==> config.mk <==
export PLATFORM = sky130hd
export DESIGN_NAME = eth_frame_gen
export DESIGN_NICKNAME = d
export VERILOG_FILES = /design/src/common/eth_frame_pkg.sv /design/src/frame_tx/frame_fields.sv /design/src/frame_tx/frame_sequencer.sv /design/src/hdl/crc32_engine.sv /design/src/hdl/eth_frame_gen.sv /design/src/hdl/payload_buffer.sv
export VERILOG_INCLUDE_DIRS = /design/src /design/src/common
export SDC_FILE = /design/constraint.sdc
export NUM_CORES = 1
export LEC_CHECK = 0
export BUFFER_PORTS_ARGS = -buffer_cell sky130_fd_sc_hd__buf_2
export CORE_UTILIZATION = 30
export DETAILED_ROUTE_END_ITERATION = 12
export PLACE_DENSITY_LB_ADDON = 0.05
export SLEW_MARGIN = 20
export SYNTH_ARGS = -nofsm -noshare
export SYNTH_HDL_FRONTEND = slang
export SYNTH_SLANG_ARGS = --single-unit
==> constraint.sdc <==
create_clock -name clk -period 6.65 [get_ports clk]
set_input_delay 1.995 -clock clk [delete_from_list [all_inputs] [get_ports clk]]
set_output_delay 1.995 -clock clk [all_outputs]
set_load 0.01 [all_outputs]
==> src/common/eth_frame_macros.svh <==
`ifndef ETH_FRAME_MACROS_SVH
`define ETH_FRAME_MACROS_SVH

// preamble and start of frame delimiter
`define ETH_PREAMBLE_LEN   7
`define ETH_PREAMBLE_BYTE  8'h55
`define ETH_SFD_BYTE       8'hD5

// field sizes in bytes
`define ETH_HEADER_LEN     14     // dest + src + ethertype
`define ETH_MIN_PAYLOAD    46     // pad up to this
`define ETH_MAX_PAYLOAD    64     // payload buffer depth

// byte used for every payload and pad byte in fill mode
`define ETH_FILL_PATTERN   8'h55

// reflected ethernet crc-32
`define ETH_CRC_POLY_REFL  32'hEDB88320
`define ETH_CRC_INIT       32'hFFFF_FFFF

`endif

==> src/common/eth_frame_pkg.sv <==
package eth_frame_pkg;

    typedef logic [7:0]  byte_t;       // one frame byte
    typedef logic [47:0] mac_addr_t;
    typedef logic [15:0] eth_type_t;
    typedef logic [31:0] crc_t;
    typedef logic [6:0]  pay_len_t;    // 0 .. 64
    typedef logic [5:0]  pay_addr_t;   // payload buffer address
    typedef logic [3:0]  hdr_idx_t;    // header byte 0 .. 13

    // code 3 is not listed, treated as normal
    typedef enum logic [1:0] {
        MODE_NORMAL = 2'd0,
        MODE_FILL   = 2'd1,   // payload and pad replaced by fill byte
        MODE_NO_PAD = 2'd2    // no padding to minimum size
    } frame_mode_e;

    // field currently sitting in the output register
    typedef enum logic [2:0] {
        ST_IDLE     = 3'd0,
        ST_PREAMBLE = 3'd1,   // also carries the sfd
        ST_HEADER   = 3'd2,
        ST_PAYLOAD  = 3'd3,
        ST_PAD      = 3'd4,
        ST_FCS      = 3'd5
    } tx_state_e;

endpackage

==> src/frame_tx/frame_fields.sv <==
`include "eth_frame_macros.svh"

module frame_fields
    import eth_frame_pkg::*;
(
    input  logic        clk,
    input  logic        i_rst_n,
    input  logic        i_start,
    input  logic        i_busy,        // start ignored while high
    input  mac_addr_t   i_dest_addr,
    input  mac_addr_t   i_src_addr,
    input  eth_type_t   i_eth_type,
    input  pay_len_t    i_pay_len,
    input  frame_mode_e i_mode,
    input  hdr_idx_t    i_hdr_idx,     // header byte wanted by sequencer
    output pay_len_t    o_pay_len,     // clipped length
    output frame_mode_e o_mode,
    output byte_t       o_hdr_byte
);

    mac_addr_t dest_q;
    mac_addr_t src_q;
    eth_type_t type_q;
    logic      capture;

    assign capture = i_start && !i_busy;

    // length and mode steer the sequencer
    always_ff @(posedge clk or negedge i_rst_n) begin
        if (!i_rst_n) begin
            o_pay_len <= '0;
            o_mode    <= MODE_NORMAL;
        end else if (capture) begin
            if (i_pay_len > pay_len_t'(`ETH_MAX_PAYLOAD)) begin
                o_pay_len <= pay_len_t'(`ETH_MAX_PAYLOAD);   // clip to buffer depth
            end else begin
                o_pay_len <= i_pay_len;
            end
            o_mode <= i_mode;
        end
    end

    always_ff @(posedge clk) begin
        if (capture) begin
            dest_q <= i_dest_addr;
            src_q  <= i_src_addr;
            type_q <= i_eth_type;
        end
    end

    // wire order, each field msb first
    always_comb begin
        if (i_hdr_idx < 4'd6) begin
            o_hdr_byte = dest_q[8*(5 - i_hdr_idx) +: 8];
        end else if (i_hdr_idx < 4'd12) begin
            o_hdr_byte = src_q[8*(11 - i_hdr_idx) +: 8];
        end else if (i_hdr_idx == 4'd12) begin
            o_hdr_byte = type_q[15:8];
        end else begin
            o_hdr_byte = type_q[7:0];    // idx 13, 14/15 never asked for
        end
    end

endmodule

==> src/frame_tx/frame_sequencer.sv <==
`include "eth_frame_macros.svh"

module frame_sequencer
    import eth_frame_pkg::*;
(
    input  logic        clk,
    input  logic        i_rst_n,
    input  logic        i_start,
    input  logic        i_ready,        // sink accepts o_data
    input  pay_len_t    i_pay_len,      // captured, already clipped
    input  frame_mode_e i_mode,
    input  byte_t       i_hdr_byte,
    input  byte_t       i_pay_byte,
    input  crc_t        i_crc,
    output logic        o_busy,
    output logic        o_valid,
    output logic        o_last,
    output byte_t       o_data,
    output hdr_idx_t    o_hdr_idx,
    output pay_addr_t   o_pay_addr,
    output logic        o_crc_clear,
    output logic        o_crc_update,
    output byte_t       o_crc_data
);

    tx_state_e   state, nxt_state;     // field of the byte in o_data
    pay_len_t    cnt, nxt_cnt;         // index of that byte in its field
    pay_len_t    pad_len;
    crc_t        fcs_now;
    logic [23:0] fcs_hi;               // fcs bytes 1..3, byte 0 goes out directly
    byte_t       nxt_byte;
    byte_t       pay_byte;
    byte_t       pad_byte;
    logic        start_ok;
    logic        fire;
    logic        nxt_last;
    logic        load_fcs;

    assign start_ok = i_start && (state == ST_IDLE);
    assign fire     = o_valid && i_ready;
    assign o_busy   = (state != ST_IDLE);
    assign fcs_now  = ~i_crc;

    // zero pad up to the minimum unless no-pad mode
    always_comb begin
        if (i_mode == MODE_NO_PAD || i_pay_len >= pay_len_t'(`ETH_MIN_PAYLOAD)) begin
            pad_len = '0;
        end else begin
            pad_len = pay_len_t'(`ETH_MIN_PAYLOAD) - i_pay_len;
        end
    end

    assign pay_byte = (i_mode == MODE_FILL) ? `ETH_FILL_PATTERN : i_pay_byte;
    assign pad_byte = (i_mode == MODE_FILL) ? `ETH_FILL_PATTERN : 8'h00;

    // look one byte ahead of o_data
    assign o_hdr_idx  = (state == ST_HEADER) ? hdr_idx_t'(cnt + 7'd1) : '0;
    assign o_pay_addr = (state == ST_PAYLOAD) ? pay_addr_t'(cnt + 7'd1) : '0;

    always_comb begin
        nxt_state = state;
        nxt_cnt   = cnt + 7'd1;
        nxt_byte  = o_data;
        nxt_last  = 1'b0;
        load_fcs  = 1'b0;
        case (state)
            ST_PREAMBLE: begin
                if (cnt == pay_len_t'(`ETH_PREAMBLE_LEN)) begin   // sfd is out
                    nxt_state = ST_HEADER;
                    nxt_cnt   = '0;
                    nxt_byte  = i_hdr_byte;
                end else if (cnt == pay_len_t'(`ETH_PREAMBLE_LEN - 1)) begin
                    nxt_byte = `ETH_SFD_BYTE;
                end else begin
                    nxt_byte = `ETH_PREAMBLE_BYTE;
                end
            end
            ST_HEADER, ST_PAYLOAD, ST_PAD: begin
                if (state == ST_HEADER && cnt + 7'd1 < pay_len_t'(`ETH_HEADER_LEN)) begin
                    nxt_byte = i_hdr_byte;
                end else if (state == ST_PAYLOAD && cnt + 7'd1 < i_pay_len) begin
                    nxt_byte = pay_byte;
                end else if (state == ST_PAD && cnt + 7'd1 < pad_len) begin
                    nxt_byte = pad_byte;
                end else if (state == ST_HEADER && i_pay_len != '0) begin
                    nxt_state = ST_PAYLOAD;      // buffer addr 0 already selected
                    nxt_cnt   = '0;
                    nxt_byte  = pay_byte;
                end else if (state != ST_PAD && pad_len != '0) begin
                    nxt_state = ST_PAD;
                    nxt_cnt   = '0;
                    nxt_byte  = pad_byte;
                end else begin
                    // crc already holds the last data byte
                    nxt_state = ST_FCS;
                    nxt_cnt   = '0;
                    nxt_byte  = fcs_now[7:0];
                    load_fcs  = 1'b1;
                end
            end
            ST_FCS: begin
                case (cnt[1:0])
                    2'd0:    nxt_byte = fcs_hi[7:0];
                    2'd1:    nxt_byte = fcs_hi[15:8];
                    2'd2:    nxt_byte = fcs_hi[23:16];
                    default: nxt_byte = o_data;     // frame done, hold
                endcase
                nxt_last = (cnt == 7'd2);
                if (cnt == 7'd3) begin
                    nxt_state = ST_IDLE;
                    nxt_cnt   = '0;
                end
            end
            default: begin
                nxt_cnt = cnt;   // idle
            end
        endcase
    end

    // crc sees each data byte as it enters the output register
    assign o_crc_clear  = start_ok;
    assign o_crc_update = fire &&
                          (nxt_state == ST_HEADER || nxt_state == ST_PAYLOAD ||
                           nxt_state == ST_PAD);
    assign o_crc_data   = nxt_byte;

    always_ff @(posedge clk or negedge i_rst_n) begin
        if (!i_rst_n) begin
            state   <= ST_IDLE;
            cnt     <= '0;
            o_valid <= 1'b0;
            o_last  <= 1'b0;
            o_data  <= '0;
        end else if (start_ok) begin
            state   <= ST_PREAMBLE;
            cnt     <= '0;
            o_valid <= 1'b1;
            o_last  <= 1'b0;
            o_data  <= `ETH_PREAMBLE_BYTE;   // first preamble byte
        end else if (fire) begin
            state   <= nxt_state;
            cnt     <= nxt_cnt;
            o_valid <= (nxt_state != ST_IDLE);
            o_last  <= nxt_last;
            o_data  <= nxt_byte;
        end
    end

    // upper fcs bytes frozen once the last data byte leaves
    always_ff @(posedge clk) begin
        if (fire && load_fcs) begin
            fcs_hi <= fcs_now[31:8];
        end
    end

endmodule

==> src/hdl/crc32_engine.sv <==
`include "eth_frame_macros.svh"

module crc32_engine
    import eth_frame_pkg::*;
(
    input  logic  clk,
    input  logic  i_rst_n,
    input  logic  i_clear,     // load init value
    input  logic  i_update,    // fold in i_data
    input  byte_t i_data,
    output crc_t  o_crc        // running crc, not yet inverted
);

    crc_t crc_q;
    crc_t crc_next;

    // lsb first, one bit per step, eight steps per byte
    always_comb begin
        crc_next = crc_q ^ {24'h0, i_data};
        for (int b = 0; b < 8; b++) begin
            if (crc_next[0]) begin
                crc_next = (crc_next >> 1) ^ `ETH_CRC_POLY_REFL;
            end else begin
                crc_next = crc_next >> 1;
            end
        end
    end

    always_ff @(posedge clk or negedge i_rst_n) begin
        if (!i_rst_n) begin
            crc_q <= `ETH_CRC_INIT;
        end else if (i_clear) begin
            crc_q <= `ETH_CRC_INIT;     // new frame
        end else if (i_update) begin
            crc_q <= crc_next;
        end
    end

    assign o_crc = crc_q;

endmodule

==> src/hdl/eth_frame_gen.sv <==
module eth_frame_gen
    import eth_frame_pkg::*;
(
    input  logic        clk,
    input  logic        i_rst_n,
    input  logic        i_pay_wr_en,     // host payload write
    input  pay_addr_t   i_pay_wr_addr,
    input  byte_t       i_pay_wr_data,
    input  logic        i_start,         // taken only while not busy
    input  mac_addr_t   i_dest_addr,
    input  mac_addr_t   i_src_addr,
    input  eth_type_t   i_eth_type,
    input  pay_len_t    i_pay_len,
    input  frame_mode_e i_mode,
    input  logic        i_ready,         // sink side
    output logic        o_busy,
    output logic        o_valid,
    output logic        o_last,
    output byte_t       o_data
);

    pay_len_t    cfg_pay_len;
    frame_mode_e cfg_mode;
    hdr_idx_t    hdr_idx;
    byte_t       hdr_byte;
    pay_addr_t   pay_rd_addr;
    byte_t       pay_rd_data;
    logic        crc_clear;
    logic        crc_update;
    byte_t       crc_data;
    crc_t        crc;

    payload_buffer u_payload_buffer (
        .clk       (clk),
        .i_wr_en   (i_pay_wr_en),
        .i_wr_addr (i_pay_wr_addr),
        .i_wr_data (i_pay_wr_data),
        .i_rd_addr (pay_rd_addr),
        .o_rd_data (pay_rd_data)
    );

    crc32_engine u_crc32_engine (
        .clk      (clk),
        .i_rst_n  (i_rst_n),
        .i_clear  (crc_clear),
        .i_update (crc_update),
        .i_data   (crc_data),
        .o_crc    (crc)
    );

    // config latched on the same edge the sequencer leaves idle
    frame_fields u_frame_fields (
        .clk         (clk),
        .i_rst_n     (i_rst_n),
        .i_start     (i_start),
        .i_busy      (o_busy),
        .i_dest_addr (i_dest_addr),
        .i_src_addr  (i_src_addr),
        .i_eth_type  (i_eth_type),
        .i_pay_len   (i_pay_len),
        .i_mode      (i_mode),
        .i_hdr_idx   (hdr_idx),
        .o_pay_len   (cfg_pay_len),
        .o_mode      (cfg_mode),
        .o_hdr_byte  (hdr_byte)
    );

    frame_sequencer u_frame_sequencer (
        .clk          (clk),
        .i_rst_n      (i_rst_n),
        .i_start      (i_start),
        .i_ready      (i_ready),
        .i_pay_len    (cfg_pay_len),
        .i_mode       (cfg_mode),
        .i_hdr_byte   (hdr_byte),
        .i_pay_byte   (pay_rd_data),
        .i_crc        (crc),
        .o_busy       (o_busy),
        .o_valid      (o_valid),
        .o_last       (o_last),
        .o_data       (o_data),
        .o_hdr_idx    (hdr_idx),
        .o_pay_addr   (pay_rd_addr),
        .o_crc_clear  (crc_clear),
        .o_crc_update (crc_update),
        .o_crc_data   (crc_data)
    );

endmodule

==> src/hdl/payload_buffer.sv <==
`include "eth_frame_macros.svh"

module payload_buffer
    import eth_frame_pkg::*;
(
    input  logic      clk,
    input  logic      i_wr_en,      // host write strobe
    input  pay_addr_t i_wr_addr,
    input  byte_t     i_wr_data,
    input  pay_addr_t i_rd_addr,    // from sequencer
    output byte_t     o_rd_data
);

    // host loads bytes before start, contents kept across frames
    byte_t mem [0:`ETH_MAX_PAYLOAD-1];

    always_ff @(posedge clk) begin
        if (i_wr_en) begin
            mem[i_wr_addr] <= i_wr_data;
        end
    end

    // async read so the sequencer gets the byte in the same cycle
    assign o_rd_data = mem[i_rd_addr];

endmodule
* Word-level counts from Yosys, hierarchy flattened
Memory sizes are Yosys's and may differ from the RTL's. Cells that the tools add are included.
Word-level totals: register bits after elaboration 197, memory bits (writable) 512, input port bits 140, output and inout port bits 11, word-level logic and storage cells 140, memories 1
Memory list:
- u_payload_buffer.mem | depth 64, width 8, rd ports 1, clocked after Yosys merged registers in 0, wr ports 1, RTL line payload_buffer.sv:15 | byte_t mem [0:`ETH_MAX_PAYLOAD-1];
Cells by class: add/subtract/negate cells 4, order comparisons 7, equal/unequal tests 18, shifts and indexed selects 2, multiplexer cells 61, bitwise gates (word level) 10, reduce and logical (&&, ||, !) cells 25
Operator list (number):
- $mux 32 | 10
- $not 13->14 | 8
- $mux 8 | 13
- $shiftx 48x33->8 | 2
- $mux 7 | 10
- $pmux 8 s3 | 2
- $not 32->32 | 1
- $xor 32x8->32 | 1
- $mux 3 | 8
- $pmux 7 s3 | 1
- $eq 7x2->1 const B | 2
- $eq 7x3->1 const B | 2
- $lt 7x7->1 | 2
- $mux 1 | 14
- $reduce_bool 7->1 | 2
- $eq 3x2->1 const B | 4
- $logic_and 1x1->1 | 10
- $eq 3x3->1 const B | 3
- $pmux 3 s3 | 1
- $add 7x1->7 const B | 1
- $ge 7x6->1 const B | 1
- $gt 7x7->1 const B | 1
- $lt 7x4->1 const B | 1
- $sub 6x7->7 const A | 1
- 20 further kinds | 26

* Depth between registers and ports, before layout
depth after elaboration 30, mapped depth 23, depth with buffers taken out 19

* Cells and area by module
Synthesis repeated with hierarchy kept, for this count alone.
Unflattened totals: cells, all modules 1809, area, all modules 30491.7 um^2
By module, submodules not included:
- payload_buffer | instances 1, cells an instance 932, area an instance 20006.7 um^2, sequential area each 15374.7 um^2
- frame_fields | instances 1, cells an instance 263, area an instance 4874.7 um^2, sequential area each 3588.4 um^2
- frame_sequencer | instances 1, cells an instance 420, area an instance 3578.4 um^2, sequential area each 1221.2 um^2
- crc32_engine | instances 1, cells an instance 194, area an instance 2031.9 um^2, sequential area each 840.8 um^2

* Worst setup path before layout
No wires, ideal clock.
path type input to register, start point in i_start, end point reg u_frame_fields.dest_q[0] (enable), setup time 0.518 ns, arrival time 5.671 ns, required time 6.132 ns, slack 0.461 ns, stages 4, buffers on the path 2, path through nand2_1 > inv_2 > clkbuf_1 > clkbuf_1
Between the ends: word-level cells in the longest chain between the ends 1
Ends and longest elaborated chain:
- from (decl) | RTL line eth_frame_gen.sv:9 | input logic i_start,
- $logic_and 1x1->1 | RTL line frame_fields.sv:26 | assign capture = i_start && !i_busy;
- to (signal assigned) | RTL line frame_fields.sv:45 | dest_q <= i_dest_addr;
- to (decl) | RTL line frame_fields.sv:21 | mac_addr_t dest_q;
Every way passes these cells. A chain may end at the register's enable or synchronous reset.

* Worst setup path after layout
start point reg u_frame_sequencer.state[1], end point reg u_crc32_engine.crc_q[3], in the netlist u_crc32_engine.o_crc[3]
Between the ends: word-level cells in the longest chain between the ends 22, elaborated cells on any way between the ends 63, classes of those cells add/sub: 2; order compare: 2; eq/ne: 10; shift: 2; mux: 31; bitwise: 3; reduce/logical: 12; memory: 1
Ends and longest elaborated chain:
- from (decl) | RTL line frame_sequencer.sv:26 | tx_state_e state, nxt_state;
- from (signal assigned) | RTL line frame_sequencer.sv:141 | state <= nxt_state;
- parallel branches: the longest is 22 deep, another holds $sub 4x4->5
- to (signal assigned) | RTL line crc32_engine.sv:31 | crc_q <= `ETH_CRC_INIT;
- to (signal assigned) | RTL line crc32_engine.sv:33 | crc_q <= `ETH_CRC_INIT;
- to (signal assigned) | RTL line crc32_engine.sv:35 | crc_q <= crc_next;
- to (decl) | RTL line crc32_engine.sv:14 | crc_t crc_q;
Several ways; the timed one is not identified. The select of a mux whose other input is x is not followed.

==> summary.md <==
| Metric | Value |
|---|---|
| Outcome | `finished, final reports clean` |
| Most used flip-flop cell after synthesis | `edfxtp_1` |
| CP startpoint kind | `flip-flop` |
| Placed cell areas | `33,900 sq um` |
| Mapped Nets | `approximately 2,400` |
| Worst slew pin tran | `around 1.3 ns` |
| Hold WC Path Type | `reg -> reg` |
| Num rows | `about 120` |
| Top cell type by total area after synthesis | `edfxtp_1` |
| I/O pin total | `151` |
| Top cells by area, synth | `edfxtp_1 (62%), mux2i_1 (2.7%), dfstp_2 (2.7%)` |
| Skew-Pair Late Insertion Delay | `0.67 ns` |
| Share of cells above drive strength 1 | `20.0%` |
| WL per Instance | `28.5 um` |
| Max Fclk | `~180 MHz` |
| Crit path buf inv count | `3` |
| Post-DRT Antenna Nets | `0` |
| Final Core Density | `35.3%` |
| Met3 Use GR | `between 4 and 5%` |
| Full die area | `between 100,000 and 150,000 sq um` |
| GRT busiest layer | `met2` |
| Post-route DRC | `0` |
| YS warnings | `0` |
| Largest net degree at the start of global routing | `~100` |
| Fin area | `36,500 sq um` |
| Detailed placement HPWL | `around 73,000 um` |
| Power per cell area | `259 nW/um^2` |
| Final setup fails | `0` |
| Hold-fix buffers, CTS | `0` |
| Root buffer cell | `clkbuf_16` |
| First-pass DRT Iterations | `7` |
| M2 GR Usage | `33.9%` |
| Post-CTS Setup Inserts | `0` |
| H-tree Lvls | `3` |
| EDFF count, synth | `roughly 650` |
| Hold path startpoint | `u_crc32_engine.o_crc[11]$_DFFE_PN1P_` |
| Total grt overflow | `0` |
| Die height | `around 330 um` |
| Core area | `around 100,000 sq um` |
| Global-route wire length before repair | `157,000 um` |
| # Max-Cap Violations | `0` |
| I/O Buffers | `150` |
| Tmin final | `5.62 ns` |
| Filler instances | `around 10,000` |
| Final Hold Vio Count | `0` |
| Fin crit share | `84.5%` |
| Clock Skew | `0.0298 ns` |
| Setup ws final | `a little over 1 ns` |
| Worst Path Arrival | `6.19 ns` |
| Nets | `2,589` |
| Max FO, Critical Path | `18` |
| Post-synthesis cell area | `31,300 sq um` |
| Critical path's slowest cell | `a211oi_1` |
| CP endpoint kind | `flip-flop` |
| Seq/Total Area, Yosys | `between 60% and 70%` |
| Synth cell types | `103` |
| Gp weighted congestion | `0.851` |
| Crit path max-delay family | `simple AND/OR/NAND/NOR gates` |
| Vias in the first global route | `20,700` |
| Pleak | `12.0 nW` |
| Clock sink count | `709` |
| Pre-CTS worst setup slack | `approximately 1.1 ns` |
| Worst-path cell chain | `and3b_1 -> buf_4 -> nand2_2 -> buf_4 -> nor2_1 -> nand4_1 -> nor4b_1 -> a211oi_1 -> nand4bb_1 -> nand4_1 -> buf_4 -> xnor2_1 -> xnor2_1 -> xnor2_1 -> a21oi_1` |
| Slew HR | `between 10% and 20%` |
| Die W | `325 um` |
| Quantity of gates resized following cts | `0` |
| Hold WS | `0.519 ns` |
| RR Startpoint | `u_frame_sequencer.state[1]$_DFFE_PN0P_` |
| Crit path kind | `reg -> reg` |
| Gr usage total | `roughly a fifth` |
| Peak VDD IR | `0.000170 V` |
| Synth Instances | `around 2,200` |
| Met1 Resource Use GR | `27.3%` |
| Reg clk slew, reported paths | `~0.07 ns` |
| Clock Path Buffers | `3` |
| Final wirelength | `110,000 um` |
| Slew Viols, Final | `0` |
| Initial antenna violation count | `2` |
| Req. time, crit path | `7.22 ns` |
| Initial Util | `30.3%` |
| Initial DRC count | `1,609` |
| Vias post-DR | `20,400` |
| Synth top area share | `62.1%` |
| CTS tree | `done` |
| FF+latch count, synth | `709` |
| Worst stage delay on the critical path | `0.87 ns` |
| RSZ-0062 raised after global routing | `false` |
| Critical Path Start | `u_frame_sequencer.state[1]$_DFFE_PN0P_` |
| Syn avg cell area | `14.0 sq um` |
| Area growth from synthesis to layout | `16.5%` |
| Vias per Instance | `5.28` |
| TritonCTS buffer count | `83` |
| Final setup TNS | `0 ns` |
| Post-synth ARST share | `8.60%` |
-- path summary, 6_finish.rpt --
path	to	slack (ns)	cells after the start
max	u_crc32_engine.o_crc[3]$_DFFE_PN1P_	1.03	15
min	u_frame_sequencer.fcs_hi[3]$_DFFE_PP_	0.52	1
max reg2reg	u_crc32_engine.o_crc[3]$_DFFE_PN1P_	1.03	15
min reg2reg	u_frame_sequencer.fcs_hi[3]$_DFFE_PP_	0.52	1
max in group asynchronous	u_frame_sequencer.cnt[0]$_DFFE_PN0P_	4.14	2
min in group asynchronous	u_frame_sequencer.o_valid$_DFFE_PN0P_	1.49	1
-- area by class of cell --
class | instances | area, sq um | area share [%]
sequential | 709 | 21000 | 57.6
multi-input combinational | 1334 | 9490 | 26.0
clock buffer | 104 | 2220 | 6.07
tap | 1380 | 1730 | 4.73
timing repair buffer | 240 | 1480 | 4.05
clock inverter | 45 | 355 | 0.973
inverter | 57 | 219 | 0.599
antenna | 3 | 7.51 | 0.0206
-- Yosys cell counts (all sizes together), types with 8 or more instances --
library cell  number
a2111oi            9
xnor2             62
or2                8
ha                24
dfrtp             29
a211oi            31
nand3b            10
inv               57
a22o               8
o22ai             24
o211ai            29
nand2            171
a221o              9
mux4              30
o221ai            15
buf               96
and2               8
a221oi            33
mux2              22
or3               20
a222oi            10
o2111ai            9
dfstp             32
a21oi            109
edfxtp           648
a311oi            10
a22oi             12
o31ai             17
nor2             134
nand4             13
nand3             53
nand2b            24
a31oi             20
and3              15
nor4              17
mux2i             87
nor3              78
o21ai             87
nor2b             16
clkbuf            42
-- through the flow --
stage,total power [W],std cells
CTS,0.00955,3869
floorplan,0.00501,2238
global placement,0.00514,3720
finish,0.00944,3872
global route,0.00971,3869
detailed placement,0.00514,3720
-- routing by layer --
metal	wire length (um)	up-vias	part of all wire [%]
li1	-	9142	-
met1	48800	10600	44
met2	53000	560	48
met3	5260	156	4.8
met4	3260	4	3.0
met5	27	-	0.024
-- layout by cell type (no fill, tap or decap), types with 10 or more instances in the layout --
cell type and instances:
nand3b_1 10, dfrtp_1 28, clkbuf_16 85, and3_1 15, mux2_2 21, o21ai_0 81, nand4_1 11, clkinv_2 12
clkinv_1 22, o211ai_1 29, edfxtp_1 648, a211oi_1 30, o221ai_1 15, nor3_1 75, mux4_2 29, buf_4 87
nor2_1 126, a31oi_1 20, nand2_1 169, dfstp_2 32, a221oi_1 33, clkbuf_1 17, nor4_1 12, buf_2 149
a21oi_1 108, o22ai_1 24, mux2i_1 86, nand2b_1 24, ha_1 23, a22oi_1 12, or3_1 19, nand3_1 52
o31ai_1 17, nor2b_1 16, inv_1 51, xnor2_1 56, a222oi_1 10
-- power by group --
| part | switching [W] | total, W | internal [W] | leakage (nW) |
|---|---|---|---|---|
| combinational | 0.000114 | 0.000156 | 0.0000415 | 4.30 |
| sequential | 0.00000472 | 0.00489 | 0.00489 | 6.44 |
| clock | 0.00188 | 0.00439 | 0.00252 | 1.25 |
| total | 0.00200 | 0.00944 | 0.00745 | 12.0 |
-- sequential cells by signal, summed over array words and instances (netlist names) --
| name | flops |
|---|---|
| u_crc32_engine.o_crc | 32 |
| u_frame_fields.dest_q | 48 |
| u_frame_fields.o_mode | 2 |
| u_frame_fields.o_pay_len | 7 |
| u_frame_fields.src_q | 48 |
| u_frame_fields.type_q | 16 |
| u_frame_sequencer.cnt | 7 |
| u_frame_sequencer.fcs_hi | 24 |
| u_frame_sequencer.o_data | 8 |
| u_frame_sequencer.o_last | 1 |
| u_frame_sequencer.o_valid | 1 |
| u_frame_sequencer.state | 3 |
| u_payload_buffer.mem | 512 |
-- cell families (layout without fill, tap and decap cells) --
group                    Yosys count  in the layout  synth area share [%]
AND/OR/NAND/NOR                  591            591                  9.38
XOR/XNOR                          71             71                  2.45
adder cells (fa/ha/maj)           24             24                 0.958
multiplexers                     139            139                  5.75
flip-flops                       709            709                  67.1
other                              0              3                     0
buffers and inverters            195            446                  3.03
AO/OA/AOI/OAI                    509            509                  11.4
No activity file was read; power rests on OpenSTA's default activity.
